<file path="config.mk">
export PLATFORM = sky130hd
export DESIGN_NAME = audio_i2s_top
export DESIGN_NICKNAME = d
export VERILOG_FILES = /design/src/audio_pkg.sv /design/src/audio_i2s_top.sv /design/src/i2s_serializer.sv /design/src/i2s_frame_timer.sv /design/src/sample_latch.sv
export VERILOG_INCLUDE_DIRS = /design/src /design/src/src
export SDC_FILE = /design/constraint.sdc
export NUM_CORES = 1
export LEC_CHECK = 0
export ABC_AREA = 1
export BUFFER_PORTS_ARGS = -buffer_cell sky130_fd_sc_hd__buf_2
export CAP_MARGIN = 25
export CORE_MARGIN = 2
export CORE_UTILIZATION = 50
export DETAILED_ROUTE_END_ITERATION = 7
export PLACE_DENSITY = 0.69
export SLEW_MARGIN = 10
export SYNTH_ARGS = -nofsm -noshare
export SYNTH_HDL_FRONTEND = slang
export SYNTH_SLANG_ARGS = --single-unit
</file>
<file path="constraint.sdc">
create_clock -name audgen_mclk -period 3.81 [get_ports audgen_mclk]
set_input_delay 1.143 -clock audgen_mclk [delete_from_list [all_inputs] [get_ports audgen_mclk]]
set_output_delay 1.143 -clock audgen_mclk [all_outputs]
set_load 0.02 [all_outputs]
</file>
<file path="src/audio_consts.svh">
/*
 * constants for the serial audio transmitter
 * sample width, bit slots per channel, MCLK to SCLK divide
 */

`ifndef AUDIO_CONSTS_SVH
`define AUDIO_CONSTS_SVH

// bits per sample word, sent msb first
`define AUD_SAMPLE_W 16

// bit slots in one channel half of the frame
`define AUD_SLOTS_PER_CH 32

// slot index width within a channel
`define AUD_SLOT_W 5

// mclk cycles per sclk period
`define AUD_MCLK_DIV 4
`define AUD_DIV_W 2

`endif
</file>
<file path="src/audio_pkg.sv">
/*
 * audio_pkg
 * stereo sample pair and frame slot timing types
 */

`default_nettype none

`include "audio_consts.svh"

package audio_pkg;

    // one stereo sample pair, left in the upper word
    typedef struct packed {
        logic [`AUD_SAMPLE_W-1:0] left;
        logic [`AUD_SAMPLE_W-1:0] right;
    } aud_pair_t;

    // frame position, decoded once in the timer
    typedef struct packed {
        // first mclk of a bit slot, i.e. sclk falling edge
        logic                   slot_start;
        // slot_start of left slot 0
        logic                   frame_start;
        // 0 left, 1 right
        logic                   channel;
        logic [`AUD_SLOT_W-1:0] slot;
    } slot_tick_t;

endpackage

`default_nettype wire

</file>
<file path="src/audio_i2s_top.sv">
/*
 * audio_i2s_top
 * serial audio transmitter, latch, frame timer and serializer
 */

`default_nettype none
`timescale 1ns/1ns

`include "audio_consts.svh"

module audio_i2s_top
    import audio_pkg::*;
(
    input  logic      audgen_mclk,
    input  logic      reset_n,
    input  logic      sample_valid,
    input  logic      mute,
    input  aud_pair_t sample_in,
    output logic      sample_request,
    output logic      audio_sclk,
    output logic      audio_lrck,
    output logic      audio_dac
);

    // frame position from the timer
    slot_tick_t slot_tick;
    // pair held for the current frame
    aud_pair_t  active_pair;

    ////////////////////////////////
    // input side
    ////////////////////////////////

    sample_latch sample_latch_i (
        .audgen_mclk    (audgen_mclk),
        .reset_n        (reset_n),
        .sample_valid   (sample_valid),
        .sample_in      (sample_in),
        .mute           (mute),
        .slot_tick      (slot_tick),
        .active_pair    (active_pair),
        .sample_request (sample_request)
    );

    // sclk = mclk / 4, 64 slots per lrck frame
    i2s_frame_timer i2s_frame_timer_i (
        .audgen_mclk (audgen_mclk),
        .reset_n     (reset_n),
        .slot_tick   (slot_tick)
    );

    ////////////////////////////////
    // output side
    ////////////////////////////////

    i2s_serializer i2s_serializer_i (
        .audgen_mclk (audgen_mclk),
        .reset_n     (reset_n),
        .slot_tick   (slot_tick),
        .active_pair (active_pair),
        .audio_sclk  (audio_sclk),
        .audio_lrck  (audio_lrck),
        .audio_dac   (audio_dac)
    );

endmodule

`default_nettype wire

</file>
<file path="src/i2s_serializer.sv">
/*
 * i2s_serializer
 * per channel shift register, msb first in slots 1..16
 * registered sclk, lrck and dac pins
 */

`default_nettype none
`timescale 1ns/1ns

`include "audio_consts.svh"

module i2s_serializer
    import audio_pkg::*;
(
    input  logic       audgen_mclk,
    input  logic       reset_n,
    input  slot_tick_t slot_tick,
    input  aud_pair_t  active_pair,
    output logic       audio_sclk,
    output logic       audio_lrck,
    output logic       audio_dac
);

    localparam logic [`AUD_DIV_W-1:0]  SCLK_HIGH = `AUD_DIV_W'(`AUD_MCLK_DIV / 2);
    localparam logic [`AUD_SLOT_W-1:0] LAST_BIT  = `AUD_SLOT_W'(`AUD_SAMPLE_W);

    logic [`AUD_DIV_W-1:0]    phase_cnt;
    logic [`AUD_DIV_W-1:0]    phase;
    logic                     load_q;
    logic                     bit_slot;
    logic [`AUD_SAMPLE_W-1:0] shift_reg;

    // divider phase, realigned on every slot start
    assign phase = slot_tick.slot_start ? '0 : phase_cnt;

    // slots 1..16 carry data, slot 0 is the i2s delay bit
    assign bit_slot = (slot_tick.slot != '0) && (slot_tick.slot <= LAST_BIT);

    ////////////////////////////////
    // shift register
    ////////////////////////////////

    // load one cycle into slot 0, active pair has settled by then
    always_ff @(posedge audgen_mclk) begin
        if (load_q) begin
            shift_reg <= slot_tick.channel ? active_pair.right : active_pair.left;
        end else if (slot_tick.slot_start && bit_slot) begin
            shift_reg <= {shift_reg[`AUD_SAMPLE_W-2:0], 1'b0};
        end
    end

    ////////////////////////////////
    // pins
    ////////////////////////////////

    always_ff @(posedge audgen_mclk or negedge reset_n) begin
        if (!reset_n) begin
            phase_cnt  <= '0;
            load_q     <= 1'b0;
            audio_sclk <= 1'b0;
            audio_lrck <= 1'b0;
            audio_dac  <= 1'b0;
        end else begin
            phase_cnt <= phase + 1'b1;
            load_q    <= slot_tick.slot_start && (slot_tick.slot == '0);
            // high in counts 2 and 3, one cycle late like the other pins
            audio_sclk <= (phase >= SCLK_HIGH);
            if (slot_tick.slot_start) begin
                audio_lrck <= slot_tick.channel;
                // msb of the shifter, zero padding elsewhere
                audio_dac  <= bit_slot ? shift_reg[`AUD_SAMPLE_W-1] : 1'b0;
            end
        end
    end

endmodule

`default_nettype wire

</file>
<file path="src/i2s_frame_timer.sv">
/*
 * i2s_frame_timer
 * mclk divider, bit slot counter and channel bit
 * slot tick decode shared by latch and serializer
 */

`default_nettype none
`timescale 1ns/1ns

`include "audio_consts.svh"

module i2s_frame_timer
    import audio_pkg::*;
(
    input  logic       audgen_mclk,
    input  logic       reset_n,
    output slot_tick_t slot_tick
);

    localparam logic [`AUD_DIV_W-1:0]  DIV_LAST  = `AUD_DIV_W'(`AUD_MCLK_DIV - 1);
    localparam logic [`AUD_SLOT_W-1:0] SLOT_LAST = `AUD_SLOT_W'(`AUD_SLOTS_PER_CH - 1);

    logic [`AUD_DIV_W-1:0]  div_cnt;
    logic [`AUD_SLOT_W-1:0] slot_cnt;
    logic                   channel;

    ////////////////////////////////
    // counters
    ////////////////////////////////

    // div 0..3, slot 0..31, channel flips after slot 31
    always_ff @(posedge audgen_mclk or negedge reset_n) begin
        if (!reset_n) begin
            div_cnt  <= '0;
            slot_cnt <= '0;
            channel  <= 1'b0;
        end else begin
            if (div_cnt == DIV_LAST) begin
                div_cnt <= '0;
                if (slot_cnt == SLOT_LAST) begin
                    slot_cnt <= '0;
                    channel  <= ~channel;
                end else begin
                    slot_cnt <= slot_cnt + 1'b1;
                end
            end else begin
                div_cnt <= div_cnt + 1'b1;
            end
        end
    end

    ////////////////////////////////
    // tick decode
    ////////////////////////////////

    // count 0 is the sclk fall, first cycle out of reset is a frame start
    always_comb begin
        slot_tick.slot_start  = (div_cnt == '0);
        slot_tick.frame_start = slot_tick.slot_start && (slot_cnt == '0) && !channel;
        slot_tick.channel     = channel;
        slot_tick.slot        = slot_cnt;
    end

endmodule

`default_nettype wire

</file>
<file path="src/sample_latch.sv">
/*
 * sample_latch
 * pending pair register, frame start transfer with mute, sample request
 */

`default_nettype none
`timescale 1ns/1ns

`include "audio_consts.svh"

module sample_latch
    import audio_pkg::*;
(
    input  logic       audgen_mclk,
    input  logic       reset_n,
    input  logic       sample_valid,
    input  aud_pair_t  sample_in,
    input  logic       mute,
    input  slot_tick_t slot_tick,
    output aud_pair_t  active_pair,
    output logic       sample_request
);

    aud_pair_t pending_pair;

    // newest offer wins, older pairs are dropped
    always_ff @(posedge audgen_mclk) begin
        if (sample_valid) begin
            pending_pair <= sample_in;
        end
    end

    // take the pending pair once per frame
    always_ff @(posedge audgen_mclk or negedge reset_n) begin
        if (!reset_n) begin
            active_pair    <= '0;
            sample_request <= 1'b0;
        end else begin
            sample_request <= slot_tick.frame_start;
            if (slot_tick.frame_start) begin
                // muted frame goes out as silence
                active_pair <= mute ? aud_pair_t'('0) : pending_pair;
            end
        end
    end

endmodule

`default_nettype wire

</file>
==> impl_metrics.ini <==
[detailed_routing]
drtIter0Drc = 182
ant_nets = 0
vias = 2311
totalWireLength_um = 6220
drt-wirelength-per-cell_um = 13.15
remaining_drc_errors = 0
dr.pass1.iters = 4
via_per_inst = 4.886

[timing]
fin_crit_sh_pct = 58.67
setup_ws_ns = 1.575
hold_viol = 0
hold-worst-slack_ns = 0.4443
slew_violations = 0
worst-slew-pin-transition_ns = 0.9855
tns_ns = 0
rsz0062_at_grt = no
max_freq_mhz = 447.4
clock-skew-final_ns = 0.008401
min_period_ns = 2.235
finalSetupViolations = 0
max-slew-margin-rel_pct = 34.30

[setup_path]
r2r_cells = 10
worstSetupPathDepth = 10
arrival_ns = 2.50
cp-end-kind = register
path_delay_family = simple AND/OR/NAND/NOR gates
criticalPathCategory = register to register
crit_path_cell_trace = inv_1 > ha_1 > nand2_1 > nor2_1 > ha_1 > nand2_1 > clkinv_1 > nand2_4 > nand2_1 > o21ai_2
cp_data_required_time_ns = 4.07
cpMaxStageDelayCell = nand2_4
path_common_cell = nand2_1
max_stage_delay_ns = 0.70
cp_max_fo = 65
crit_buf_inv = 2
start_kind = register

[clock_network]
cts_tree = done
ctsResizeCount = 0
cts.sinks = 95
root_buffer = clkbuf_8
htree_num_levels = 3
clkTransAtPathRegs_ns = 0.08
clock_path_buffers = 2
postCtsHoldBufs = 0
numCtsBuffers = 9
clock_latency_ns = 0.35
post_cts_buffers = 0

[global_routing]
grt_pass1_wl_um = 10800
grt_remaining_overflow = 0
antenna_found_initial = 0
grt_max_degree = 66
grt_pass1_vias = 2393
grt_usage_pct = 16.42

[yosys]
synth_top_area_share_pct = 36.66
netlist_area_sq_mm = 0.003931
synth-seq-area-share_pct = 66.58
synth.most_common_cell = nand2_1
synth_ff_type = edfxtp_1
syn-num-nets = 373
synth.area.top_cells = edfxtp_1 37%, dfrtp_1 30%, o21ai_2 7.1%
ys_seq_elements = 95
synthArstFlopShare_pct = 49.47
yosysTopAreaCell = edfxtp_1
synth-edff-count = 48
syn_avg_cell_area_sq_um = 11.91
ys_warn_count = 0
synthDistinctLibCells = 20
yosys-top-cells-count = 74 x nand2_1, 48 x edfxtp_1, 47 x dfrtp_1
synthCells = 330

[power]
clkPwrFrac_pct = 34.8
totalPowerFinal_uw = 1897
power.density_mw_per_mm2 = 437.8
switching_power_uw = 389.9
swShare_pct = 20.56
internal_power_uw = 1507
p_seq_share_pct = 60.7
p_leak_uw = 0.001897
p_comb_share_pct = 4.5
max-vdd-ir-drop_mv = 0.1876

[final_layout]
fill_cells = 679
fin_util_pct = 56.35
fin_nets = 409
syn2layout_area_growth_pct = 10.18
multi_input_area_sq_mm = 0.001115
regArea_sq_mm = 0.002618
drive_above_1_share_pct = 30.46
n_antenna_cell = 0

[die]
initial_core_util_pct = 51.14
core_area_sq_mm = 0.007687
die_area_sq_mm = 0.008588
die_x_um = 92.67
io_pins = 40
std_cell_rows = 32
die_h_um = 92.67

[worst_hold_path]
min_path_type = register to register
hold_depth = 1

[run]
cap_violations = 0

[outcome]
status = finished, final reports clean

[place]
place_ws_ns = 1.442
io_buffers = 39
dp_hpwl_um = 4051
routabilityCongestion = 0.7287
## worst register-to-register path: cells and delay by family, from the launching register on
kind / cells / cell delay [ns]
simple gates: 5 / 1.11
flops: 1 / 0.38
fa+ha+maj: 2 / 0.36
buf+inv: 2 / 0.19
compound gates: 1 / 0.10
## stage by stage
| stage | area (sq um) | cells |
|---|---|---|
| 3_3_place_gp | 4115 | 456 |
| 4_1_cts | 4332 | 473 |
| 6_report | 4332 | 473 |
| 5_1_grt | 4332 | 473 |
| 3_5_place_dp | 4135 | 457 |
| 2_1_floorplan | 3931 | 330 |
## cells by family after synthesis
family                     after synthesis  synth area share [%]
AOI/OAI and AO/OA                       68                 11.71
DFF                                     95                 66.58
buffers and inverters                   31                 5.060
and+or+nand+nor                        128                 14.19
xor gates and xnor gates                 1                0.2228
adders and majority gates                7                 2.228
## worst paths after layout
check / slack (ns) / endpoint / start
hold reg to reg: 0.44 / i2s_serializer_i.phase_cnt[0]$_DFF_PN0_ / i2s_serializer_i.phase_cnt[0]$_DFF_PN0_
max in group asynchronous: 2.54 / sample_latch_i.active_pair[20]$_DFFE_PN0P_ / reset_n
setup reg to reg: 1.57 / sample_latch_i.active_pair[20]$_DFFE_PN0P_ / i2s_frame_timer_i.slot_cnt[0]$_DFFE_PN0N_
min in group asynchronous: 0.74 / sample_latch_i.active_pair[8]$_DFFE_PN0P_ / reset_n
hold / removal: 0.44 / i2s_serializer_i.phase_cnt[0]$_DFF_PN0_ / i2s_serializer_i.phase_cnt[0]$_DFF_PN0_
setup / recovery: 1.57 / sample_latch_i.active_pair[20]$_DFFE_PN0P_ / i2s_frame_timer_i.slot_cnt[0]$_DFFE_PN0N_
## final cells by class
class | count | share of cell area (%)
timing repair buffer | 40 | 4.968
tap | 102 | 2.946
sequential | 95 | 60.43
multi-input combinational | 204 | 25.74
inverter | 16 | 1.386
clock inverter | 1 | 0.6932
clock buffer | 15 | 3.842
## routing by layer
| layer | wire [um] | track usage (%) |
|---|---|---|
| met1 | 2723 | 19.58 |
| met3 | 199 | 3.499 |
| met4 | 94 | 8.456 |
| met2 | 3202 | 28.10 |
| met5 | 0 | 0 |
## cell usage in the layout, fill, tap and decap left out, types with 2 or more instances in the layout
master / Yosys / routed
inv_1: 14 / 14
edfxtp_1: 48 / 48
o21ai_0: 28 / 28
nand2_2: 27 / 27
buf_2: 1 / 39
clkbuf_1: 7 / 4
nor2_1: 24 / 24
ha_1: 7 / 7
clkbuf_8: 0 / 11
dfrtp_1: 47 / 47
o21ai_2: 32 / 32
nand2_1: 74 / 74
o21ai_1: 8 / 8
nand3_1: 2 / 2
## power by group through the flow
stage / logic [uW] / registers (uW) / clock network [uW]
after detailed placement: 87.6 / 1170 / 0
after floorplan: 46.7 / 1170 / 0
after global placement: 81.6 / 1170 / 0
final: 85.4 / 1150 / 660
after global routing: 98.6 / 1160 / 715
after CTS: 87.9 / 1150 / 678
Power figures use the tool's default switching activity.
